**config.mk**
```make
export PLATFORM = sky130hd
export DESIGN_NAME = arb_round_robin
export DESIGN_NICKNAME = d
export VERILOG_FILES = /design/src/hdl/wb_arb_pkg.sv /design/src/hdl/arb_round_robin.sv
export SDC_FILE = /design/constraint.sdc
export NUM_CORES = 1
export LEC_CHECK = 0
export ABC_AREA = 1
export BUFFER_PORTS_ARGS = -buffer_cell sky130_fd_sc_hd__buf_2
export CELL_PAD_IN_SITES_DETAIL_PLACEMENT = 0
export CELL_PAD_IN_SITES_GLOBAL_PLACEMENT = 2
export CORE_ASPECT_RATIO = 1.4
export CORE_UTILIZATION = 24
export CTS_CLUSTER_SIZE = 14
export DETAILED_ROUTE_END_ITERATION = 8
export GPL_TIMING_DRIVEN = 0
export PLACE_DENSITY = 0.76
export SLEW_MARGIN = 30
export SYNTH_ARGS = -nofsm -noshare
export SYNTH_HDL_FRONTEND = slang
export SYNTH_SLANG_ARGS = --single-unit
```
**constraint.sdc**
```tcl
create_clock -name clk -period 2.05 [get_ports clk]
set_input_delay 0.1025 -clock clk [delete_from_list [all_inputs] [get_ports clk]]
set_output_delay 0.1025 -clock clk [all_outputs]
set_load 0.05 [all_outputs]
```
**src/hdl/wb_arb_pkg.sv**
```systemverilog
// Shared types for the Wishbone shared bus
// The slave is a word-addressed RAM, so the address counts data words and not bytes
package wb_arb_pkg;

  // Width of one data word on the bus
  localparam int data_width = 32;

  // Word address width, which gives a 256-word address space
  localparam int addr_width = 8;

  // One byte select per byte lane of the data word
  localparam int sel_width = data_width / 8;

  // Number of bits in one byte lane
  localparam int lane_width = data_width / sel_width;

  // Number of words that the RAM slave holds
  localparam int ram_depth = 2 ** addr_width;

  // Master count used when the top level sets no other value
  localparam int default_num_masters = 4;

  // One bus data word
  typedef logic [data_width-1:0] data_t;

  // One word address
  typedef logic [addr_width-1:0] addr_t;

  // Byte selects, bit n enables byte lane n of data_t
  typedef logic [sel_width-1:0] sel_t;

endpackage : wb_arb_pkg

```
**src/hdl/arb_round_robin.sv**
```systemverilog
`timescale 1ns/1ps

// Round-robin arbiter
// The grant is combinational from the requests
// The priority pointer names the requester that is looked at first
module arb_round_robin
  import wb_arb_pkg::*;
#(
  parameter int num_masters = default_num_masters
) (
  input  logic                   clk,
  input  logic                   rst,
  input  logic [num_masters-1:0] request,
  // When high, a nonzero grant moves the pointer at the next edge
  input  logic                   enable_priority_update,
  output logic [num_masters-1:0] grant
);

  // Enough bits to name any requester
  localparam int ptr_width = (num_masters > 1) ? $clog2(num_masters) : 1;

  // Requester with the highest priority in this cycle
  logic [ptr_width-1:0] pointer;

  // Index of the requester that won in this cycle
  logic [ptr_width-1:0] grant_idx;

  // Position after the winner, where priority goes on an update
  logic [ptr_width-1:0] next_pointer;

  // Scan the requesters starting at the pointer and wrapping round
  // The first one found wins, so the grant is one-hot or all zero
  always_comb begin : find_winner
    int   idx;
    logic found;
    grant     = '0;
    grant_idx = '0;
    found     = 1'b0;
    for (int i = 0; i < num_masters; i++) begin
      idx = int'(pointer) + i;
      // Wrap without a modulo so that any master count works
      if (idx >= num_masters) begin
        idx = idx - num_masters;
      end
      if (!found && request[idx]) begin
        found      = 1'b1;
        grant[idx] = 1'b1;
        grant_idx  = ptr_width'(idx);
      end
    end
  end

  // The last requester wraps back to requester 0
  always_comb begin
    if (grant_idx == ptr_width'(num_masters - 1)) begin
      next_pointer = '0;
    end else begin
      next_pointer = grant_idx + 1'b1;
    end
  end

  // The pointer moves past the winner only when updates are enabled
  // With no request there is no winner and priority stays where it is
  always_ff @(posedge clk) begin
    if (rst) begin
      pointer <= '0;
    end else if (enable_priority_update && (|grant)) begin
      pointer <= next_pointer;
    end
  end

endmodule : arb_round_robin

```
# After elaboration in Yosys (flattened, before gate mapping)
# Index checks and enable logic that the tools add are counted.
# op_classes
n_addsub	8
n_lt_le_gt_ge	12
eq_ne	1
muxes	36
n_bitwise	3
reduce_logical	12
# op_table
cell	n
>= comparator 32 x 1 -> 1 bit, second input constant	4
less-than comparator 32 x 4 -> 1 bit, second input constant	4
two-way mux 32 bit	4
two-way mux 4 bit	4
two-way mux 1 bit	15
OR 4 bit	3
subtractor 3 x 3 -> 4 bit, second input constant	3
two-way mux 2 bit	5
>= comparator 3 bit, second input constant	3
binary-select mux 1 bit (select 2 bit)	4
demux 1 bit (select 2 bit)	4
logical AND 1 bit	8
adder 2 x 2 -> 3 bit, second input constant	2
OR reduction 4 bit	1
subtractor 2 x 3 -> 4 bit, second input constant	1
adder 2 x 1 -> 3 bit, second input constant	1
>= comparator 2 x 3 -> 1 bit, second input constant	1
logical NOT 1 bit	3
adder 2 x 1 -> 2 bit, second input constant	1
== test 2 bit, second input constant	1
# word_totals
register_bits	2
input_bits	7
output_inout_bits	4
elab_cells	73

# Longest topological paths before layout
# depth
word_depth	17
mapped_depth	16
mapped_depth_nobuf	15

# Worst setup path after synthesis
# OpenSTA, ideal clock, no wires.
# synth_timing
kind	reg-to-reg
from	reg pointer[0]
to	reg pointer[0]
setup_ns	0.115
arrival_ns	2.314
required_time_ns	1.935
setup_slack_ns	-0.379
stages_incl_launch_ff	13
n_path_buf	0
period_less_slack_ns	2.429
cell_sequence	dfxtp_1 -> inv_2 -> ha_1 -> inv_1 -> nand3_1 -> nand2_1 -> nor2_1 -> a21boi_0 -> nand3_1 -> nor2_2 -> nand2_2 -> a21oi_1 -> nor2_1
# synth_between
elab_chain_len	17
elab_cells_between_ends	72
cone_classes	8 x add/sub; 12 x order compare; 1 x eq/ne; 36 x mux; 3 x bitwise; 12 x reduce/logical
# synth_rtl
element	line_no	rtl
start, declared	arb_round_robin.sv:23	logic [ptr_width-1:0] pointer;
start signal, assigned	arb_round_robin.sv:68	pointer <= next_pointer;
branches (longest 14 deep; another with >= comparator 32 x 1 -> 1 bit)	-	
two-way mux 4 bit *	arb_round_robin.sv:45	if (!found && request[idx]) begin
net grant[3]	arb_round_robin.sv:16	output logic [num_masters-1:0] grant
OR reduction 4 bit *	arb_round_robin.sv:67	end else if (enable_priority_update && (|grant)) begin
logical AND 1 bit *	arb_round_robin.sv:67	
# Mark *: on every way through the listed nets, which the timed path passes. The select of a mux whose other input is x is not followed.
# A chain may end at the register's enable or synchronous reset.

# Worst setup path in the final report
# layout_timing
from	reg pointer[1]
to	reg pointer[1]
# layout_between
elab_chain_len	17
elab_cells_between_ends	72
cone_classes	8 x add/sub; 12 x order compare; 1 x eq/ne; 36 x mux; 3 x bitwise; 12 x reduce/logical
# layout_rtl
element
branches (longest 17 deep; another with >= comparator 32 x 1 -> 1 bit)
# Several ways; the timed one is not identified. The select of a mux whose other input is x is not followed.

==> metrics.md <==
| Metric | Value |
|---|---|
| Outcome | `finished, final reports clean` |
| PwrDens | `1900 nW/um^2` |
| Cts hold-fix bufs | `0` |
| VDD IR-drop max | `~690 uV` |
| Post-Synthesis Cells | `between 90 and 100` |
| Worst Max-Slew Pin Slew | `between 0.2 and 0.25 ns` |
| Die area | `between 2000 and 3000 sq um` |
| RSZ-0062 raised after global routing | `true` |
| Placer Congestion | `approximately 0.81` |
| Critical setup path kind | `reg -> reg` |
| Initial antenna violation count | `0` |
| DRT Pass-1 Iters | `2` |
| CP bufs+invs | `4` |
| Yosys top cell area share | `0.198` |
| Setup Viol. Count Final | `0` |
| H-tree Lvls | `1` |
| Initial DRC Count | `7` |
| First-pass GRT wire length | `between 2000 and 3000 um` |
| Post-detail-place hpwl | `1170 um` |
| Number of buffers added on ports | `10` |
| Max FO, Critical Path | `7` |
| Top FF cell, synth | `dfxtp_1` |
| Final hold vios | `0` |
| Slowest cell on the critical path | `dfxtp_4` |
| Die height | `between 50 and 60 um` |
| DR vias | `about 670` |
| Die X | `43.2 um` |
| Synth cell types | `17` |
| Arrival @ worst endpoint | `about 2.1 ns` |
| GRT Residual Overflow | `0` |
| Cell with the most instances after synthesis | `nand2_1` |
| Synth async-reset ratio | `0` |
| Max reg flops | `2` |
| Critical Path Most Common Cell | `nand2_2` |
| Largest area contributor in the netlist | `nand2_1` |
| Mapped Area | `around 570 sq um` |
| Vias per cell | `just under 5` |
| Critical Path RT | `~2.2 ns` |
| CTS tree | `done` |
| Worst-Skew Late Latency | `0.22 ns` |
| Vias in the first global route | `641` |
| LEAKAGE | `between 0.4 and 0.5 nW` |
| CP Capture Type | `flip-flop` |
| Layout Skew | `~0.0016 ns` |
| Seq/Total Area, Yosys | `0.0703` |
| Final worst path period need | `between 2 and 2.5 ns` |
| EDFF count, synth | `0` |
| Clk slew on worst S/H paths | `around 0.03 ns` |
| CTS buffer count | `3` |
| Root buf cell | `clkbuf_4` |
| Hold Slack | `0.126 ns` |
| Starting density of the core | `0.259` |
| Cell total after placement | `roughly 130` |
| Synth Register Bits | `2` |
| Post-synth top cells | `nand2_1, nand3_1, inv_1` |
| Worst path max stage delay | `a little over 0.4 ns` |
| Synthesized area per cell | `5.93 sq um` |
| Layout cells sized above 1 | `0.479` |
| Synth area leaders | `nand2_1, ha_1, nand3_1, dfxtp_1, inv_1` |
| Slew Viols, Final | `0` |
| Core Region | `2200 sq um` |
| Critical Path, Cell by Cell | `clkinv_4 -> ha_4 -> nand2_2 -> nand2_2 -> nor2_4 -> buf_6 -> buf_6 -> buf_4 -> nand2_2 -> nand2_2 -> nor2_2 -> nand3_1 -> nand2_1 -> nand3_2 -> nand2_1 -> nor2_1` |
| Reg-to-reg slack, setup | `between 0.04 and 0.05 ns` |
| Site row count | `20` |
| Tcrit/Tclk final | `0.979` |
| Antenna fix cells | `0` |
| Top reg by flops | `pointer` |
| Antenna-violating nets left | `0` |
| Total GRT Usage | `0.129` |
| Worst slew margin | `0.838` |
| Routed WL | `around 1600 um` |
| Area grow syn2layout | `59.6%` |
| I/O pin total | `11` |
| Syn Nets | `110` |
| Max clock buf depth | `2` |
| Max-cap violations | `0` |
| CP delay by family, top | `simple AND/OR/NAND/NOR gates` |
| Top flop regs | `pointer (2)` |
| Net total in the final layout | `133` |
| CP Launch Type | `flip-flop` |
| Clk sink count | `2` |
| Ys Warns | `0` |
| WL per Instance | `~11 um` |
| Finished Layout Cells | `approximately 140` |
| Largest net degree at the start of global routing | `12` |
| Max Clock Freq | `between 400 and 500 MHz` |
| Number of remaining DRC errors | `0` |
| Hold/Removal Path Class | `in -> reg` |
-- logic make-up (layout without fill, tap and decap cells) --
kind of cell,count (synthesis),after routing,synth area share
flops,2,2,0.0703
buf+inv,12,33,0.0923
fa+ha+maj,7,7,0.154
compound gates,10,10,0.105
simple gates,65,65,0.578
-- worst paths after layout --
check / endpoint / cells past startpoint / start
setup / recovery: pointer[1] / 16 / pointer[1]
setup reg to reg: pointer[1] / 16 / pointer[1]
hold reg to reg: pointer[1] / 2 / pointer[1]
hold / removal: pointer[1] / 4 / rst
-- cells in the final DEF (no fill, tap or decap) --
cell,synthesis,layout
nand2_1,30,25
nand2_2,4,9
nand3_1,12,8
inv_1,9,7
ha_1,7,6
buf_2,0,6
nand3_4,1,5
nand4_1,5,5
buf_4,0,5
nor2_1,6,4
buf_8,0,4
nand3_2,3,3
nor2_4,1,3
a21boi_0,4,3
a21oi_2,0,3
nor2_2,3,3
clkbuf_4,0,3
buf_6,1,2
a21oi_1,5,2
dfxtp_4,0,2
clkinv_4,0,1
inv_6,0,1
inv_4,0,1
inv_2,2,1
a21boi_2,0,1
o21ai_0,1,1
ha_4,0,1
buf_12,0,1
clkbuf_2,0,1
-- routing by layer --
metal,share of wire,vias to the layer above,GRT usage
met5,0,-,0
li1,-,365,-
met1,0.41,298,0.150
met4,0,0,0.0390
met3,0.011,0,0.0183
met2,0.58,6,0.239
-- per-stage QoR --
stage / TNS [ns] / util / setup WS [ns] / power, mW / cell area, sq um
6_report: 0 / 0.413 / 0.0433 / 1.72 / 908
5_1_grt: -0.367 / 0.413 / -0.0778 / 1.88 / 908
4_1_cts: 0 / 0.353 / 0.0129 / 1.44 / 777
3_5_place_dp: -0.361 / 0.321 / -0.161 / 1.22 / 707
3_3_place_gp: -0.327 / 0.321 / -0.156 / 1.22 / 707
2_1_floorplan: 0 / - / 0.0323 / 1.01 / 629
-- layout make-up --
class | instances | area (sq um)
plain buffers | 1 | 11.3
flip-flops and latches | 2 | 47.5
repair buffers | 18 | 164
inverters | 11 | 53.8
clock buffers | 3 | 22.5
well taps | 22 | 27.5
multi-input cells | 82 | 582
fillers | 245 | 1290
-- power by group --
group	switching [mW]	internal [mW]	total, mW
clock	0.0212	0.0645	0.0857
sequential	0.0414	0.0618	0.103
combinational	0.894	0.640	1.53
-- tightest hold or removal path: stages --
cell	delay, ns
buf_2	0.08
inv_1	0.04
nand2_1	0.05
nor2_1	0.04
-- timing repair --
action	in CTS	in global routing
pin swaps	0	9
endpoints found under the hold margin	0	0
setup endpoints to repair	6	6
gates resized for setup	13	23
setup buffers	0	8
Note: power is estimated with default switching activity, not from simulation.
