$ cat config.mk
export PLATFORM = sky130hd
export DESIGN_NAME = wb_bus_mux
export DESIGN_NICKNAME = d
export VERILOG_FILES = /design/src/hdl/wb_arb_pkg.sv /design/src/hdl/wb_bus_mux.sv
export SDC_FILE = /design/constraint.sdc
export NUM_CORES = 1
export LEC_CHECK = 0
export BUFFER_PORTS_ARGS = -buffer_cell sky130_fd_sc_hd__buf_2
export CAP_MARGIN = 20
export CORE_AREA = 2 2 120 122
export DETAILED_ROUTE_END_ITERATION = 6
export DIE_AREA = 0 0 122 124
export GPL_ROUTABILITY_DRIVEN = 1
export PLACE_DENSITY = 0.53
export SLEW_MARGIN = 5
export SYNTH_ARGS = -nofsm -noshare
export SYNTH_HDL_FRONTEND = slang
export SYNTH_SLANG_ARGS = --single-unit
$ cat constraint.sdc
create_clock -name vclk -period 2.2
set_clock_uncertainty 0.15 [all_clocks]
set_input_delay 0.66 -clock vclk [all_inputs]
set_output_delay 0.66 -clock vclk [all_outputs]
set_load 0.01 [all_outputs]
$ cat src/hdl/wb_arb_pkg.sv
// Shared types for the Wishbone shared bus
// The slave is a word-addressed RAM, so the address counts data words and not bytes
package wb_arb_pkg;

  // Width of one data word on the bus
  localparam int data_width = 32;

  // Word address width, which gives a 256-word address space
  localparam int addr_width = 8;

  // One byte select per byte lane of the data word
  localparam int sel_width = data_width / 8;

  // Number of bits in one byte lane
  localparam int lane_width = data_width / sel_width;

  // Number of words that the RAM slave holds
  localparam int ram_depth = 2 ** addr_width;

  // Master count used when the top level sets no other value
  localparam int default_num_masters = 4;

  // One bus data word
  typedef logic [data_width-1:0] data_t;

  // One word address
  typedef logic [addr_width-1:0] addr_t;

  // Byte selects, bit n enables byte lane n of data_t
  typedef logic [sel_width-1:0] sel_t;

endpackage : wb_arb_pkg

$ cat src/hdl/wb_bus_mux.sv
`timescale 1ns/1ps

// Wishbone classic bus mux between several masters and one slave
// The grant is one-hot or zero and selects which master reaches the slave
module wb_bus_mux
  import wb_arb_pkg::*;
#(
  parameter int num_masters = default_num_masters
) (
  input  logic [num_masters-1:0]        grant,
  // Master side, one entry per master
  input  logic [num_masters-1:0]        m_cyc,
  input  logic [num_masters-1:0]        m_stb,
  input  logic [num_masters-1:0]        m_we,
  input  addr_t [num_masters-1:0]       m_adr,
  input  data_t [num_masters-1:0]       m_dat_w,
  input  sel_t [num_masters-1:0]        m_sel,
  output logic [num_masters-1:0]        m_ack,
  // Read data is shared and only valid for the master that sees ack
  output data_t                         m_dat_r,
  // Slave side
  output logic                          s_cyc,
  output logic                          s_stb,
  output logic                          s_we,
  output addr_t                         s_adr,
  output data_t                         s_dat_w,
  output sel_t                          s_sel,
  input  logic                          s_ack,
  input  data_t                         s_dat_r
);

  // A master without the grant never reaches the slave
  // It keeps waiting with cyc and stb high and gets no ack
  assign s_cyc = |(grant & m_cyc);
  assign s_stb = |(grant & m_stb);

  // AND-OR mux, which relies on the grant being one-hot
  // With no grant all slave fields read as zero
  always_comb begin
    s_we    = 1'b0;
    s_adr   = '0;
    s_dat_w = '0;
    s_sel   = '0;
    for (int i = 0; i < num_masters; i++) begin
      s_we    = s_we | (m_we[i] & grant[i]);
      s_adr   = s_adr | (m_adr[i] & {addr_width{grant[i]}});
      s_dat_w = s_dat_w | (m_dat_w[i] & {data_width{grant[i]}});
      s_sel   = s_sel | (m_sel[i] & {sel_width{grant[i]}});
    end
  end

  // The slave's ack goes back to the granted master only
  // The grant cannot move during a beat, because the owner holds cyc until ack
  assign m_ack = grant & {num_masters{s_ack}};

  // Read data goes to every master, ack tells the owner when to take it
  assign m_dat_r = s_dat_r;

endmodule : wb_bus_mux

# Yosys cells after proc, flatten, opt, wreduce, memory -nomap -nowiden
# Index checks and enable logic that the tools add are counted.
[classes]
n_bitwise = 31
n_reduce_logical = 2
[op_table]
columns = ["op", "n"]
rows = [
  ["bitwise AND 32 bit", 4],
  ["OR 32 bit", 3],
  ["bitwise AND 8 bit", 4],
  ["bitwise AND 4 bit", 7],
  ["OR 8 bit", 3],
  ["OR 4 bit", 3],
  ["OR reduction 4 bit", 2],
  ["bitwise AND 1 bit", 4],
  ["OR 1 bit", 3],
]
[totals]
ff_bits = 0
inputBits = 225
output_inout_bits = 83

# Logic depth before layout (Yosys ltp)
# Gate-level depths: netlist of the first run.
[depth]
word_depth = 4
ltp_mapped = 4

# Least setup slack after synthesis of the first run
# No wires, ideal clock.
[synth_timing]
path_kind = "input port to output port"
from = "in grant[3]"
to = "out s_dat_w[21]"
arrival_time_ps = 1178
required_ps = 1390
slack_ps = 212
cell_stages = 4
cell_sequence = "buf_6 > buf_4 > a22oi_1 > nand2_1"
[synth_via]
elab_chain_cells = 2
[synth_rtl]
columns = ["element", "line_no", "rtl"]
rows = [
  ["from (decl)", "wb_bus_mux.sv:10", "input logic [num_masters-1:0] grant,"],
  ["bitwise AND 32 bit", "wb_bus_mux.sv:47", "s_dat_w = s_dat_w | (m_dat_w[i] & {data_width{grant[i]}});"],
  ["OR 32 bit", "wb_bus_mux.sv:47", ""],
  ["to (decl)", "wb_bus_mux.sv:26", "output data_t s_dat_w,"],
]
# Every way passes these cells.

# Worst setup path after layout of the first run
[layout_timing]
from = "in grant[1]"
to = "out s_sel[0]"
[layout_via]
elab_chain_cells = 4
[layout_rtl]
columns = ["element", "line_no", "rtl"]
rows = [
  ["bitwise AND 4 bit", "wb_bus_mux.sv:48", "s_sel = s_sel | (m_sel[i] & {sel_width{grant[i]}});"],
  ["OR 4 bit (3 in series)", "wb_bus_mux.sv:48", ""],
  ["to (decl)", "wb_bus_mux.sv:27", "output sel_t s_sel,"],
]
# Every way passes these cells.

==> reports/results.txt, run 1 <==
The synthesized area was 1310 um2; the count of final setup violators was 0. The maximum fanout along the worst path works out to 31. Routability-driven placement finished with a final weighted congestion of 0.797.

The flow ran to the end, and the final reports show no timing, DRC or antenna violations. The worst hold path terminates at m_dat_r[0]. Detailed placement ended at an HPWL of 6.42 mm. In the routed layout, each cell is associated on average with a via count of 4.07. The overall overflow remaining after global route was 0; the combinational fraction of design power was 1.000. Data required time of the worst path: 1390 ps.

Max-cap violations in this run came to 0. The initial antenna violation count is 2, and the area growth from synthesis to layout is 112%. The sequential-to-total area share from yosys stat came out at 0. The first detailed-routing pass took 4 iterations. The first routing iteration left 110 violations. 308 I/O pins were placed. STA classifies the critical path endpoint as an output port. The mux cell area share after synthesis is 0. The post-synthesis cell type count is 6, and the area of the placeable core is 13700 um2. The startpoint identified for the worst hold timing path is s_dat_r[0]. From left edge to right edge, the die measures 122 um. The mean cell area of the mapped netlist is 6.66 um2. The switching part of the total power was 0.467; the internal portion of total power was 0.312 mW.

The tools report the worst ir drop on vdd as 0.000101 V. The effective utilization at floorplan was 0.0956. Summed area of non-filler cells in the final layout: 2780 um2. The tools report the data arrival time of the worst path as 1380 ps. Highest achievable clock rate: 457 MHz. The total of fill cells in the finished design came out at 1572. Number of port buffers: 244.

The tools report the global-route total usage across every layer as 0.0852. The number of max-slew violations in the final report is 0. The fraction of the mapped netlist area in adder cells was 0. The proportion of layout cells with a drive suffix above 1 is 0.728.

The period utilization was 0.994; the maximum number of pins on one net before global-route repair was 32. The tools report the number of global-route vias before repair as 2158. The worst slew margin relative to its limit was 0.842.

Detailed routing inserted a total of 2371 vias. The run gives -136 ps as the post-placement setup slack. The category of the critical setup timing path is primary input to output port.

The switching power is 0.273 mW. Counting instances, the worst hold path has a depth of 0. The detail route stage leaves a number of antenna-violating nets equal to 0. The post-route minimum period came out at 2190 ps. The basic-gate share of the synthesized area counting and, or, nand and nor cells is 0.154, and the post-cts hold buffer count is 0. The per-cell routed wire length works out to 14.5 um. After detailed routing, the total wire length is 8.44 mm. The floorplan die area was 15100 um2. The run gives 0 as the number of hold violations in the final report.

The worst-margin pin slew was 238 ps. The run gives 0 as the fraction of power consumed by sequential logic. The xor-xnor portion of the synthesized cell area was 0; the die boundary height was 124 um. For the sequential standard cell area, the log shows 0 um2. The synthesized netlist cell count came out at 197. After detailed routing, the number of remaining DRC violations is 0.

After floorplanning, the core was divided into 43 placement rows. The run gives 2500 um2 as the area after detailed placement. The fraction of the mapped netlist area in compound gates was 0.538. The design has 0 sequential cells. The total leakage power came out at 1.44 nW. The net count of the finished layout is 628.

Final worst-path setup slack: 13.8 ps. The tools report the count of yosys warnings during synthesis as 0. In this run the power density over the cells is 210 nW/um2. Setup repair after global routing could not meet its margin everywhere. When the netlist entered floorplanning its net count stood at 422. By area, the combinational part of the netlist is dominated by compound AO/OA/AOI/OAI gates. The run gives 10.4 mm as the wire length of the first global-routing pass.

The worst setup path is launched from a primary input. The clock network power share is 0. The type of the worst min-delay path was primary input to output port.

Counting the clock-network buffers in the layout gives 0. The area taken by multi-input logic gates was 1090 um2.
[cell families after synthesis]
kind of cell,after synthesis
and+or+nand+nor,51
buffers and inverters,52
AOI/OAI and AO/OA,94
[power by group through the flow]
| stage | clock (mW) | combinational, mW | sequential (mW) |
|---|---|---|---|
| floorplan | 0 | 0.288 | 0 |
| global placement | 0 | 0.517 | 0 |
| detailed placement | 0 | 0.517 | 0 |
| CTS | 0 | 0.531 | 0 |
| global route | 0 | 0.637 | 0 |
| finish | 0.0000000608 | 0.585 | 0 |
[final cells by class]
class | count | area share
Antenna cell | 1 | 0.000900
Multi-Input combinational cell | 145 | 0.391
Tap cell | 180 | 0.0810
Timing Repair Buffer | 256 | 0.527
[per-layer routing]
metal	up-vias	wire, um	share of wire	track usage
li1	1140	-	-	-
met1	1050	3140	0.37	0.0940
met2	157	4270	0.51	0.166
met3	22	837	0.099	0.0165
met4	2	182	0.022	0.0208
met5	-	10	0.0012	0
[worst max-delay path, cell delays in order]
cell     delay, ps
buf_6          100
buf_12         150
a22oi_2        160
nand2_1        110
buf_2          160
[timing repair]
item / CTS / global route
endpoints found under the hold margin: 0 / 0
cloned: 0 / 3
resized for setup: 12 / 37
setup endpoints to repair: 12 / 34
buffers inserted: 0 / 0
pin swaps: 3 / 3
[cell usage after synthesis]
cell type	n	area, um2
buf_4	35	263
nand2_1	47	176
buf_6	9	101
a22oi_1	94	706
and2_1	4	25.0
buf_2	8	40.0
[cell usage in the layout (no fill, tap or decap), drive strengths merged]
cell,synthesis,layout
a22oi,94,94
and2,4,4
buf,52,254
clkbuf,0,2
diode,0,1
nand2,47,47
[stage by stage]
stage	cells	setup TNS, ps	total power [mW]	utilization	hold WS, ps
6_report	582	0	0.585	0.203	1170
5_1_grt	581	-24.6	0.637	0.203	1170
4_1_cts	578	-1.50	0.531	0.186	1170
3_5_place_dp	578	-240	0.517	0.182	1170
3_3_place_gp	578	-229	0.517	0.182	1170
2_1_floorplan	197	0	0.288	-	1260
[worst max-delay path by stage]
stage	start	to	slack (ps)	cells after the start
3_3_place_gp	grant[2]	s_dat_w[22]	-130	5
4_1_cts	grant[0]	s_sel[0]	-1	5
3_5_place_dp	grant[2]	s_dat_w[22]	-140	5
2_1_floorplan	grant[3]	s_dat_w[21]	210	4
5_1_grt	grant[1]	s_sel[0]	-10	5
6_report	grant[1]	s_sel[0]	10	5
No activity file was read; power rests on OpenSTA's default activity.
==> run 2: changes to the inputs <==
Settings changed: PLACE_DENSITY 0.53 to 0.41.
==> run 2 against run 1 <==
Sequential share of layout area did not move; fmax rose by 0.18%; combinational power rose by 6.7%; total power rose by 6.7%; die area did not move; critical path type unchanged.
==> reports/results.txt, run 2 (synthesis gave the netlist of run 1 again) <==
The area taken by multi-input logic gates is 1120 um2 (+2.8%). The run gives 0 um2 (unchanged) as the sequential standard cell area. Post-route minimum period: 2180 ps (-3.90 ps).

Setup repair after global routing could not meet its margin everywhere. The data arrival time of the worst path was 1370 ps (about the same). The worst ir drop on vdd is 0.0000906 V (-10%), and the summed area of non-filler cells in the final layout is 2920 um2 (+5.1%). The total wire length after detailed routing is 8.93 mm (+5.8%), and the per-cell routed wire length is 15.3 um (+5.3%). The switching part of the total power came out at 0.461 (-0.00617). The number of nets in the layout came out at 632 (+0.64%). The run gives 1.000 (about the same) as the combinational fraction of design power.

The die boundary height is 124 um (unchanged), and the largest incremental delay on the critical path is 170 ps (about the same). The run gives 0 (-1) as the diode insertion count for antenna repair. The first-pass detailed-route iteration total was 4 (unchanged). The logs give 0.624 mW (+6.7%) for the post-route total power and 43 (unchanged) for the placement row count. The tools report the total of fill cells in the finished design as 1554 (-1.1%).

The routed via count divided by cell count was 4.17 (+2.4%). Total setup buffers inserted after CTS: 0 (unchanged). The count of flip-flops and latches was 0 (unchanged). On the critical path, the stage with the largest delay is an instance of a22oi_1. The tools report the count of boundary I/O pins as 308 (unchanged). The total leakage power is 1.49 nW (+3.9%), and the wire length of the first global-routing pass is 10.4 mm (-0.54%).

The internal portion of total power was 0.336 mW (+7.9%); the area growth from synthesis to layout was 123%. The category of the critical setup timing path is primary input to output port. The tools report the number of placed instances, taps included as 578 (unchanged). The effective utilization at floorplan came out at 0.0956 (unchanged). Period utilization: 0.992 (-0.00177). Leading cell type in the layout, fill and taps excluded: buf_2. The floorplan die width works out to 122 um (unchanged). The fraction of power consumed by sequential logic is 0 (unchanged), and the number of global-route vias before repair is 2176 (+0.83%). The number of max-slew violations in the final report is 0 (unchanged), and the number of clock-tree buffers in the layout is 0 (unchanged). The power density normalized to cell area is 213 nW/um2 (+1.5%). Walking the worst path, the cells encountered are buf_2 > buf_12 > a22oi_1 > nand2_1 > buf_2. The logs give 0 (unchanged) for the number of hold violations in the final report and 0 (unchanged) for the clock network power share. The logs give 0 (unchanged) for the overall overflow remaining after global route and 0 (unchanged) for the DRC violation count after routing. The tools report the floorplan die area as 15100 um2 (unchanged). The maximum fanout along the worst path is 19 (-39%).

The post-route antenna net violation count was 0 (unchanged). The logs give 0.885 (+0.0434) for the worst slew margin relative to its limit and 0.0838 (-0.00135) for the global-route total usage across every layer. Among the stages of the critical path, the cell type that occurs most often is buf_2. The number of non-filler instances in the completed layout was 585 (+0.52%). The tools report the global placer's final weighted congestion as 0.745 (-6.6%).

The post-route worst hold slack was 1170 ps (unchanged). The data required time of the worst path came out at 1390 ps (about the same). The worst setup path is launched from a primary input. The switching power was 0.287 mW (+5.3%). The run gives 30 (-6.3%) as the maximum number of pins on one net before global-route repair.

The first-iteration detailed-routing DRC count is 86 (-22%). The logs give 13700 um2 (unchanged) for the area of the placeable core and 2441 (+3.0%) for the total via count in the routed design. The type of the worst min-delay path is primary input to output port. The worst setup path is captured at an output port. The flow ran to the end, and the final reports show no timing, DRC or antenna violations. The run gives 2510 um2 (+0.50%) as the area after detailed placement. The worst-margin pin slew is 173 ps (-65.1 ps), and the estimated wirelength of the detail-placed design is 6.69 mm (+4.2%). Post-cts hold buffer count: 0 (unchanged). The top cell types in the final layout, fill and taps aside, are buf_2 (238), a22oi_1 (52), nand2_1 (47).

The count of final setup violators is 0 (unchanged), and the initial antenna violation count is 1 (-1). The number of port buffers was 244 (unchanged). For the highest achievable clock rate, the log shows 458 MHz (+0.18%). The run gives 0 (unchanged) as the count of maximum capacitance violations. Proportion of layout cells with a drive suffix above 1: 0.746 (+0.0175).
## run 2: changes by cell type in the layout (fill, tap and decap cells not counted)
cell,delta
buf_4,-1
a22oi_1,-6
a22oi_2,+6
diode_2,-1
buf_8,+1
clkbuf_16,+3
buf_6,+2
buf_12,+1
buf_2,-2
## run 2: power groups by stage
stage | clock [mW] | sequential [mW] | combinational, mW
global route | 0 | 0 | 0.680
global placement | 0 | 0 | 0.523
CTS | 0 | 0 | 0.543
detailed placement | 0 | 0 | 0.527
finish | 0 | 0 | 0.624
floorplan | 0 | 0 | 0.288
## run 2: path summary, 6_finish.rpt
path | startpoint | cells past startpoint | slack, ps | to
worst max-delay path | grant[1] | 5 | 20 | s_dat_w[14]
worst min-delay path | s_dat_r[19] | 0 | 1170 | m_dat_r[19]
## run 2: timing repair
action | 4_1_cts | 5_1_grt
pin swaps | 0 | 8
cloned | 0 | 7
endpoints found under the setup margin | 30 | 46
resized for setup | 13 | 48
## run 2: stage by stage
step / utilization / TNS [ps] / worst slack, ps
detailed placement: 0.183 / -498 / -60.7
floorplan: - / 0 / 212
global route: 0.213 / -16.0 / -13.8
finish: 0.213 / 0 / 17.7
CTS: 0.187 / -39.4 / -28.8
global placement: 0.183 / -293 / -78.3
## run 2: layout make-up
cell class         count  area share
repair buffers       260       0.541
multi-input cells    145       0.382
well taps            180      0.0770
## run 2: critical path, delay by kind of cell
family / cells / cell delay, ps
buffers and inverters: 3 / 440
AOI/OAI and AO/OA: 1 / 170
and+or+nand+nor: 1 / 90
## run 2: routing by layer
layer | track usage | wire length [um] | vias to the layer above
li1 | - | - | 1143
met1 | 0.0957 | 3210 | 1106
met2 | 0.162 | 4740 | 168
met3 | 0.0119 | 758 | 22
met4 | 0.0230 | 202 | 2
met5 | 0 | 16 | -
