$ cat src/hdl/wb_arb_pkg.sv
// Shared types for the Wishbone shared bus
// The slave is a word-addressed RAM, so the address counts data words and not bytes
package wb_arb_pkg;

  // Width of one data word on the bus
  localparam int data_width = 32;

  // Word address width, which gives a 256-word address space
  localparam int addr_width = 8;

  // One byte select per byte lane of the data word
  localparam int sel_width = data_width / 8;

  // Number of bits in one byte lane
  localparam int lane_width = data_width / sel_width;

  // Number of words that the RAM slave holds
  localparam int ram_depth = 2 ** addr_width;

  // Master count used when the top level sets no other value
  localparam int default_num_masters = 4;

  // One bus data word
  typedef logic [data_width-1:0] data_t;

  // One word address
  typedef logic [addr_width-1:0] addr_t;

  // Byte selects, bit n enables byte lane n of data_t
  typedef logic [sel_width-1:0] sel_t;

endpackage : wb_arb_pkg

$ cat src/hdl/arb_grant_hold.sv
`timescale 1ns/1ps

// Grant holder placed after an arbiter
// A granted requester that keeps its hold input high keeps the grant
// While the grant is held the arbiter may not move its priority
module arb_grant_hold
  import wb_arb_pkg::*;
#(
  parameter int num_masters = default_num_masters
) (
  input  logic                   clk,
  input  logic                   rst,
  // One hold request per requester, it only counts for the granted one
  input  logic [num_masters-1:0] grant_hold,
  // Priority update request from the user of this block
  input  logic                   enable_priority_update,
  // Arbiter side
  input  logic [num_masters-1:0] grant_from_arb,
  output logic                   enable_priority_update_to_arb,
  // Grant after the hold is applied
  output logic [num_masters-1:0] grant
);

  // Requester that holds the grant, all zero when nobody does
  logic [num_masters-1:0] hold;

  // A hold for a requester without the grant has no effect
  always_ff @(posedge clk) begin
    if (rst) begin
      hold <= '0;
    end else begin
      hold <= grant & grant_hold;
    end
  end

  // The held requester overrides whatever the arbiter would pick now
  assign grant = (|hold) ? hold : grant_from_arb;

  // Freeze the arbiter's priority for as long as a grant is held
  assign enable_priority_update_to_arb = enable_priority_update && !(|hold);

endmodule : arb_grant_hold

$ cat config.mk
export PLATFORM = sky130hd
export DESIGN_NAME = arb_grant_hold
export DESIGN_NICKNAME = d
export VERILOG_FILES = /design/src/hdl/wb_arb_pkg.sv /design/src/hdl/arb_grant_hold.sv
export SDC_FILE = /design/constraint.sdc
export NUM_CORES = 1
export LEC_CHECK = 0
export BUFFER_PORTS_ARGS = -buffer_cell sky130_fd_sc_hd__buf_2
export CAP_MARGIN = 5
export CORE_AREA = 2 2 39 41
export DETAILED_ROUTE_END_ITERATION = 10
export DIE_AREA = 0 0 41 43
export GPL_TIMING_DRIVEN = 0
export PLACE_DENSITY = 0.51
export SLEW_MARGIN = 20
export SYNTH_ARGS = -nofsm -noshare
export SYNTH_HDL_FRONTEND = slang
export SYNTH_SLANG_ARGS = --single-unit
$ cat constraint.sdc
create_clock -name clk -period 3.8 [get_ports clk]
set_clock_uncertainty 0.2 [all_clocks]
set_input_delay 0.38 -clock clk [delete_from_list [all_inputs] [get_ports clk]]
set_output_delay 0.38 -clock clk [all_outputs]
set_load 0.02 [all_outputs]
## Word level (Yosys, flattened, before mapping)

Index checks and enable logic that the tools add are counted.

| storage, ports and cells | value |
|---|---|
| bits in registers | 4 |
| bits of input ports | 11 |
| output and inout port bits | 5 |
| logic and storage cells | 6 |

| cells by class | value |
|---|---|
| muxes and demuxes | 1 |
| bitwise logic cells | 1 |
| reduce and logical (&&, ||, !) cells | 3 |

Operators by type and width:

| operator | count |
|---|---|
| bitwise AND 4 bit | 1 |
| two-way mux 4 bit | 1 |
| OR reduction 4 bit | 1 |
| logical AND 1 bit | 1 |
| logical NOT 1 bit | 1 |

## Longest topological paths before layout

Gate-level depths: netlist (run 1).

| depth | value |
|---|---|
| depth after elaboration | 3 |
| mapped depth | 2 |
| depth with buffers taken out | 2 |

## Worst setup path before layout (run 1)

OpenSTA, ideal clock, no wires.

| path | value |
|---|---|
| kind | reg-to-output |
| from | register hold[1] |
| to | output grant[2] |
| data arrival time | 1.012 ns |
| required time | 3.220 ns |
| path slack | 2.208 ns |
| cell stages (with the launch flop) | 3 |
| buffers on the path | 0 |
| path through | dfxtp_1 or4b_1 nand2_1 |

| between the ends | value |
|---|---|
| word-level cells in the longest chain between the ends | 2 |

Ends and longest elaborated chain:

| what | RTL line | RTL |
|---|---|---|
| start, declared | arb_grant_hold.sv:25 | `logic [num_masters-1:0] hold;` |
| start signal, assigned | arb_grant_hold.sv:32 | `hold <= grant & grant_hold;` |
| OR reduction 4 bit | arb_grant_hold.sv:37 | `assign grant = (\|hold) ? hold : grant_from_arb;` |
| two-way mux 4 bit | arb_grant_hold.sv:37 |  |
| end, declared | arb_grant_hold.sv:21 | `output logic [num_masters-1:0] grant` |

Every way passes these cells.

## Worst setup path in the final report (run 1)

Ends and elaborated chain as after synthesis.

==> flow_summary.html, run 1 <==
<table>
<tr><th>Metric</th><th>Value</th></tr>
<tr><th colspan="2">Outcome</th></tr>
<tr><td>Status</td><td>complete, no violations</td></tr>
<tr><th colspan="2">Cells and area</th></tr>
<tr><td>Antenna diode instance count</td><td>0</td></tr>
<tr><td>Area growth from synthesis to layout</td><td>55.6%</td></tr>
<tr><td>Number of nets at the end of the flow</td><td>57</td></tr>
<tr><td>Top reg by flops</td><td>hold</td></tr>
<tr><td>Area taken by multi-input logic gates</td><td>116 µm²</td></tr>
<tr><td>Flip-flop count of the largest register after layout</td><td>4</td></tr>
<tr><td>Fraction of layout instances using a drive strength above 1</td><td>between 40% and 50%</td></tr>
<tr><td>Core Util, Final</td><td>23.8%</td></tr>
<tr><td>Reg area</td><td>between 80 and 90 µm²</td></tr>
<tr><td>Largest registers ranked by flip-flop count</td><td>hold (4)</td></tr>
<tr><td>Number of fill cells</td><td>roughly 170</td></tr>
<tr><th colspan="2">Worst setup path</th></tr>
<tr><td>Data required time of the worst path</td><td>3.22 ns</td></tr>
<tr><td>Worst Path Arrival</td><td>~1.4 ns</td></tr>
<tr><td>Largest driver fanout on the critical path</td><td>4</td></tr>
<tr><td>Startpoint type of the worst setup path</td><td>flop</td></tr>
<tr><td>WS Path Type</td><td>flop to primary output</td></tr>
<tr><td>Capturing element type of the critical path</td><td>primary output</td></tr>
<tr><th colspan="2">Drt</th></tr>
<tr><td>Remaining antenna violation count after routing</td><td>0</td></tr>
<tr><td>Total vias in the final route</td><td>between 200 and 250</td></tr>
<tr><td>Detailed Routing Iterations Pass 1</td><td>4</td></tr>
<tr><td>Detailed Route Iter0 Violations</td><td>2</td></tr>
<tr><td>Total length of routed wires</td><td>about 560 µm</td></tr>
<tr><td>Mean number of vias per cell</td><td>between 3 and 4</td></tr>
<tr><td>Wirelength per Cell</td><td>just over 9 µm</td></tr>
<tr><td>Number of remaining DRC errors</td><td>0</td></tr>
<tr><th colspan="2">Place</th></tr>
<tr><td>Port Buffers</td><td>15</td></tr>
<tr><td>Post-detailed-placement half-perimeter wirelength</td><td>a little under 500 µm</td></tr>
<tr><td>Routability-driven placement congestion ratio</td><td>around 0.66</td></tr>
<tr><th colspan="2">Synthesis</th></tr>
<tr><td>Post-synthesis cell type count</td><td>9</td></tr>
<tr><td>Number of synthesis warnings</td><td>0</td></tr>
<tr><td>Cell type with the highest aggregate area in the netlist</td><td>sky130_fd_sc_hd__dfxtp_1</td></tr>
<tr><td>Avg Cell Area, Syn</td><td>between 8 and 9 µm²</td></tr>
<tr><td>Post-Synthesis Cells</td><td>26</td></tr>
<tr><td>Most area-consuming cells after synthesis</td><td>sky130_fd_sc_hd__dfxtp_1 (38%), sky130_fd_sc_hd__or4b_1 (14%), sky130_fd_sc_hd__nand2b_1 (12%)</td></tr>
<tr><td>Cell Area, Synth</td><td>between 200 and 250 µm²</td></tr>
<tr><td>Syn Nets</td><td>37</td></tr>
<tr><td>Share of the synthesized area in the top cell type</td><td>37.9%</td></tr>
<tr><td>Register bit total from synthesis</td><td>4</td></tr>
<tr><td>Part of the Yosys area used for sequential elements</td><td>a little under two fifths</td></tr>
<tr><th colspan="2">Die</th></tr>
<tr><td>Chip Width</td><td>~41 µm</td></tr>
<tr><td>Number of standard-cell rows in the floorplan</td><td>14</td></tr>
<tr><td>Total I/O pin count</td><td>16</td></tr>
<tr><td>Die area</td><td>between 0.0015 and 0.002 mm²</td></tr>
<tr><td>Vert. Die Dim</td><td>roughly 43 µm</td></tr>
<tr><td>Area of the core region</td><td>0.00138 mm²</td></tr>
<tr><td>Initial cell density of the core</td><td>~15%</td></tr>
<tr><th colspan="2">Power and ir drop</th></tr>
<tr><td>Maximum vdd ir drop</td><td>approximately 0.086 mV</td></tr>
<tr><td>Final total power</td><td>roughly 0.13 mW</td></tr>
<tr><td>Power Dens Cells</td><td>about 400 mW/mm²</td></tr>
<tr><td>Static leakage power</td><td>between 0.15 and 0.2 nW</td></tr>
<tr><th colspan="2">Job</th></tr>
<tr><td>Count of maximum capacitance violations</td><td>0</td></tr>
<tr><th colspan="2">Timing</th></tr>
<tr><td>Max-slew headroom</td><td>between 80% and 90%</td></tr>
<tr><td>Number of max-slew violations in the final report</td><td>0</td></tr>
<tr><td>Least-Margin Pin Slew</td><td>between 0.15 and 0.2 ns</td></tr>
<tr><td>Highest clock rate</td><td>between 0.5 and 0.6 GHz</td></tr>
<tr><td>RSZ-0062 raised after global routing</td><td>no</td></tr>
<tr><td>Final worst path period share</td><td>between 50 and 60%</td></tr>
<tr><td>Count of endpoints failing setup in the final report</td><td>0</td></tr>
<tr><td>Min Hold Slack</td><td>between 0.15 and 0.2 ns</td></tr>
<tr><td>Fin crit period</td><td>between 1.5 and 2 ns</td></tr>
<tr><td>Number of hold-slack violations in the final timing report</td><td>0</td></tr>
<tr><td>Accumulated negative setup slack</td><td>0 ns</td></tr>
<tr><th colspan="2">Global routing</th></tr>
<tr><td>Vias in the first global route</td><td>between 200 and 250</td></tr>
<tr><td>Wire length of the first global-routing pass</td><td>between 800 and 900 µm</td></tr>
<tr><td>All-layer global routing usage</td><td>under 10%</td></tr>
<tr><td>Number of antenna violations at the first check in global routing</td><td>0</td></tr>
<tr><td>Grt ovf</td><td>0</td></tr>
<tr><td>Maximum number of pins on one net before global-route repair</td><td>6</td></tr>
<tr><th colspan="2">Clocking</th></tr>
<tr><td>Cts repair resizes</td><td>0</td></tr>
<tr><td>TritonCTS clock tree</td><td>built</td></tr>
<tr><td>Clock buffers created by TritonCTS</td><td>3</td></tr>
<tr><td>Worst skew pair latency</td><td>around 0.23 ns</td></tr>
<tr><td>Hold-fix buffers at CTS</td><td>0</td></tr>
<tr><td>Post-CTS Setup Bufs</td><td>0</td></tr>
<tr><td>Maximum root-to-sink buffer count</td><td>2</td></tr>
<tr><td>Sinks on the clock net</td><td>4</td></tr>
<tr><td>Clock slew at the register clock pins of the worst setup and hold paths</td><td>0.04 ns</td></tr>
<tr><td>Maximum level of the CTS H-tree</td><td>1</td></tr>
<tr><td>Cell chosen for the clock root</td><td>sky130_fd_sc_hd__clkbuf_4</td></tr>
<tr><th colspan="2">Hold path</th></tr>
<tr><td>Worst hold-check path type</td><td>input pin to flop</td></tr>
</table>
==> power by group <==
part	switching, mW	internal, mW
clock	0.0162	0.0353
combinational	0.0176	0.0150
sequential	0.00227	0.0446
total	0.0361	0.0949
==> layout by cell type, fill, tap and decap left out <==
| cell | n |
|---|---|
| sky130_fd_sc_hd__inv_1 | 4 |
| sky130_fd_sc_hd__dfxtp_1 | 4 |
| sky130_fd_sc_hd__a21oi_1 | 4 |
| sky130_fd_sc_hd__nand2_1 | 4 |
| sky130_fd_sc_hd__buf_2 | 15 |
| sky130_fd_sc_hd__or4b_4 | 1 |
| sky130_fd_sc_hd__and4_1 | 1 |
| sky130_fd_sc_hd__nand2b_1 | 4 |
| sky130_fd_sc_hd__clkbuf_4 | 3 |
| sky130_fd_sc_hd__or4b_1 | 3 |
| sky130_fd_sc_hd__nor2_1 | 1 |
==> cell type report <==
class	instances	area share [%]
Tap cell	16	6.08
Multi-Input combinational cell	18	35.4
Timing Repair Buffer	15	22.8
Clock buffer	3	6.84
Sequential cell	4	24.3
Inverter	4	4.56
==> per-stage QoR <==
| stage | area [µm²] | setup slack (ns) | std cells |
|---|---|---|---|
| floorplan | 211 | 2.21 | 26 |
| global placement | 307 | 2.05 | 57 |
| detailed placement | 307 | 2.07 | 57 |
| CTS | 329 | 1.85 | 60 |
| global route | 329 | 1.81 | 60 |
| finish | 329 | 1.87 | 60 |
==> Yosys cell counts <==
library cell and number:
sky130_fd_sc_hd__dfxtp_1 4, sky130_fd_sc_hd__nand2_1 4, sky130_fd_sc_hd__nor2_1 1, sky130_fd_sc_hd__nand2b_1 4, sky130_fd_sc_hd__a21oi_1 4, sky130_fd_sc_hd__inv_1 4, sky130_fd_sc_hd__or4b_1 3, sky130_fd_sc_hd__and4_1 1
sky130_fd_sc_hd__or4b_4 1
==> final timing paths <==
check | slack [ns] | cells after the start | startpoint | to
setup reg to reg | 2.51 | 2 | hold[1] | hold[2]
hold / removal | 0.18 | 3 | grant_hold[2] | hold[2]
setup / recovery | 1.87 | 3 | hold[1] | grant[2]
hold reg to reg | 0.30 | 2 | hold[3] | hold[3]
==> cells by family after synthesis <==
family	synth area share (%)
AOI/OAI and AO/OA	9.47
DFF	37.9
buffers and inverters	7.10
and+or+nand+nor	45.6
==> worst max-delay path: stages, from the launching register on <==
cell and delay [ns]:
sky130_fd_sc_hd__dfxtp_1 0.32, sky130_fd_sc_hd__or4b_1 0.56, sky130_fd_sc_hd__nand2_1 0.09, sky130_fd_sc_hd__buf_2 0.16
==> layer usage <==
layer / part of all wire [%] / vias to the layer above / global-route usage [%]
li1: - / 125 / -
met1: 38 / 100 / 8.74
met2: 48 / 10 / 9.69
met3: 15 / 0 / 4.19
met4: 0 / 0 / 12.0
met5: 0 / - / 0
(Power assumes the default switching activity.)
==> inputs of run 2 (changes only) <==
- clock period: 3.8 -> 1.9 ns (I/O delays scaled with it)
==> flow_summary.html, run 2 (synthesis gave the netlist of run 1 again) <==
<table>
<tr><th>Metric</th><th>Value</th></tr>
<tr><th colspan="2">Timing</th></tr>
<tr><td>Highest clock rate</td><td>0.573 GHz</td></tr>
<tr><td>Number of max-slew violations in the final report</td><td>0</td></tr>
<tr><td>Final worst path period share</td><td>between 90% and 100%</td></tr>
<tr><td>Max-slew headroom</td><td>approximately nine tenths</td></tr>
<tr><td>Least-Margin Pin Slew</td><td>approximately 0.16 ns</td></tr>
<tr><td>RSZ-0062 raised after global routing</td><td>no</td></tr>
<tr><td>Number of hold-slack violations in the final timing report</td><td>0</td></tr>
<tr><td>Accumulated negative setup slack</td><td>0 ns</td></tr>
<tr><td>Count of endpoints failing setup in the final report</td><td>0</td></tr>
<tr><td>Fin crit period</td><td>around 1.7 ns</td></tr>
<tr><td>Min Hold Slack</td><td>~0.038 ns</td></tr>
<tr><th colspan="2">Global routing</th></tr>
<tr><td>Global routing usage on met1</td><td>8.74%</td></tr>
<tr><td>Maximum number of pins on one net before global-route repair</td><td>6</td></tr>
<tr><td>Global-route layer with the greatest usage</td><td>met4</td></tr>
<tr><td>Grt ovf</td><td>0</td></tr>
<tr><td>Wire length of the first global-routing pass</td><td>around 910 µm</td></tr>
<tr><td>Fraction of met3 tracks used by global routing</td><td>under 10%</td></tr>
<tr><td>All-layer global routing usage</td><td>slightly below 9%</td></tr>
<tr><td>Number of antenna violations at the first check in global routing</td><td>0</td></tr>
<tr><td>Met2 usage</td><td>just over 10%</td></tr>
<tr><td>Vias in the first global route</td><td>243</td></tr>
<tr><th colspan="2">Clocking</th></tr>
<tr><td>Maximum level of the CTS H-tree</td><td>1</td></tr>
<tr><td>Maximum root-to-sink buffer count</td><td>2</td></tr>
<tr><td>Clock slew at the register clock pins of the worst setup and hold paths</td><td>around 0.040 ns</td></tr>
<tr><td>Clock buffers created by TritonCTS</td><td>3</td></tr>
<tr><td>Sinks on the clock net</td><td>4</td></tr>
<tr><td>TritonCTS clock tree</td><td>built</td></tr>
<tr><td>Cell chosen for the clock root</td><td>sky130_fd_sc_hd__clkbuf_4</td></tr>
<tr><td>Worst skew pair latency</td><td>around 0.23 ns</td></tr>
<tr><th colspan="2">Place</th></tr>
<tr><td>Port Buffers</td><td>15</td></tr>
<tr><td>Post-detailed-placement half-perimeter wirelength</td><td>around 480 µm</td></tr>
<tr><td>Routability-driven placement congestion ratio</td><td>roughly 0.66</td></tr>
<tr><th colspan="2">Worst setup path</th></tr>
<tr><td>Largest driver fanout on the critical path</td><td>4</td></tr>
<tr><td>Reg2Reg Setup Slack</td><td>approximately 0.60 ns</td></tr>
<tr><td>Source of the worst register-to-register timing path</td><td>hold[1]</td></tr>
<tr><td>Worst Path Arrival</td><td>~1.4 ns</td></tr>
<tr><td>Worst R2R End</td><td>hold[2]</td></tr>
<tr><td>Startpoint type of the worst setup path</td><td>flop</td></tr>
<tr><td>Cell depth of the worst flop-to-flop path</td><td>2</td></tr>
<tr><td>Data required time of the worst path</td><td>roughly 1.5 ns</td></tr>
<tr><td>WS Path Type</td><td>flop to primary output</td></tr>
<tr><td>Capturing element type of the critical path</td><td>primary output</td></tr>
<tr><th colspan="2">Die</th></tr>
<tr><td>Area of the core region</td><td>roughly 0.0014 mm²</td></tr>
<tr><td>Vert. Die Dim</td><td>between 40 and 50 µm</td></tr>
<tr><td>Chip Width</td><td>between 40 and 50 µm</td></tr>
<tr><td>Total I/O pin count</td><td>16</td></tr>
<tr><td>Die area</td><td>roughly 0.0018 mm²</td></tr>
<tr><td>Number of standard-cell rows in the floorplan</td><td>14</td></tr>
<tr><td>Initial cell density of the core</td><td>15.3%</td></tr>
<tr><th colspan="2">Drt</th></tr>
<tr><td>Number of remaining DRC errors</td><td>0</td></tr>
<tr><td>Mean number of vias per cell</td><td>3.89</td></tr>
<tr><td>Detailed Route Iter0 Violations</td><td>2</td></tr>
<tr><td>Remaining antenna violation count after routing</td><td>0</td></tr>
<tr><td>Total length of routed wires</td><td>around 570 µm</td></tr>
<tr><td>Detailed Routing Iterations Pass 1</td><td>4</td></tr>
<tr><td>Total vias in the final route</td><td>between 200 and 250</td></tr>
<tr><td>Wirelength per Cell</td><td>8.97 µm</td></tr>
<tr><th colspan="2">Hold path</th></tr>
<tr><td>Hold Crit Endpoint</td><td>hold[2]</td></tr>
<tr><td>Hold Path Cell Cnt</td><td>3</td></tr>
<tr><td>Worst hold-check path type</td><td>input pin to flop</td></tr>
<tr><td>Worst min-delay path startpoint</td><td>rst</td></tr>
<tr><th colspan="2">Job</th></tr>
<tr><td>Count of maximum capacitance violations</td><td>0</td></tr>
<tr><th colspan="2">Cells and area</th></tr>
<tr><td>Area growth from synthesis to layout</td><td>74.6%</td></tr>
<tr><td>Number of fill cells</td><td>166</td></tr>
<tr><td>Largest registers ranked by flip-flop count</td><td>hold (4)</td></tr>
<tr><td>Area taken by multi-input logic gates</td><td>about 120 µm²</td></tr>
<tr><td>Flip-flop count of the largest register after layout</td><td>4</td></tr>
<tr><td>Reg area</td><td>around 80 µm²</td></tr>
<tr><td>Top reg by flops</td><td>hold</td></tr>
<tr><td>Number of nets at the end of the flow</td><td>about 60</td></tr>
<tr><td>Fraction of layout instances using a drive strength above 1</td><td>39.6%</td></tr>
<tr><td>Most common library cell in the layout ignoring fill and taps</td><td>sky130_fd_sc_hd__buf_2</td></tr>
<tr><td>Antenna diode instance count</td><td>0</td></tr>
<tr><th colspan="2">Power and ir drop</th></tr>
<tr><td>Maximum vdd ir drop</td><td>about 0.18 mV</td></tr>
<tr><td>Static leakage power</td><td>around 0.19 nW</td></tr>
<tr><td>Power Dens Cells</td><td>727 mW/mm²</td></tr>
<tr><th colspan="2">Outcome</th></tr>
<tr><td>Status</td><td>complete, no violations</td></tr>
</table>
[run 2: cell type report]
type / count / area share (%)
inverter: 4 / 4.07
timing repair buffer: 19 / 31.2
multi-input combinational: 18 / 31.5
sequential: 4 / 21.7
tap: 16 / 5.42
clock buffer: 3 / 6.10
[run 2: worst max path at each step]
stage	end	from
3_5_place_dp	grant[2]	hold[1]
4_1_cts	grant[2]	hold[1]
5_1_grt	grant[2]	hold[1]
6_report	grant[2]	hold[1]
3_3_place_gp	grant[2]	hold[1]
2_1_floorplan	grant[2]	hold[1]
[run 2: critical path: stages, from the launching register on]
cell and delay (ns):
sky130_fd_sc_hd__dfxtp_1 0.32, sky130_fd_sc_hd__or4b_1 0.56, sky130_fd_sc_hd__nand2_1 0.09, sky130_fd_sc_hd__buf_2 0.16
[run 2: timing repair]
action	4_1_cts	5_1_grt
hold endpoints to repair	4	0
hold buffers	4	0
setup buffers	0	0
resized for setup	0	0
[run 2: layer usage]
layer	routed length, µm	part of all wire (%)
met1	222	39
met2	272	47
met3	79	14
met4	0	0
met5	0	0
[run 2: power by group]
part | switching, mW | leakage (nW) | internal [mW]
clock network | 0.0326 | 0.0138 | 0.0705
logic | 0.0363 | 0.139 | 0.0354
registers | 0.00453 | 0.0328 | 0.0891
total | 0.0734 | 0.185 | 0.195
[run 2: stage by stage]
step / utilization [%] / std cells / cell area (µm²) / setup slack (ns) / total power [mW]
floorplan: - / 26 / 211 / 0.498 / 0.135
global placement: 22.2 / 57 / 307 / 0.399 / 0.161
detailed placement: 22.2 / 57 / 307 / 0.400 / 0.161
CTS: 26.7 / 64 / 369 / 0.137 / 0.277
global route: 26.7 / 64 / 369 / 0.0982 / 0.288
finish: 26.7 / 64 / 369 / 0.154 / 0.268
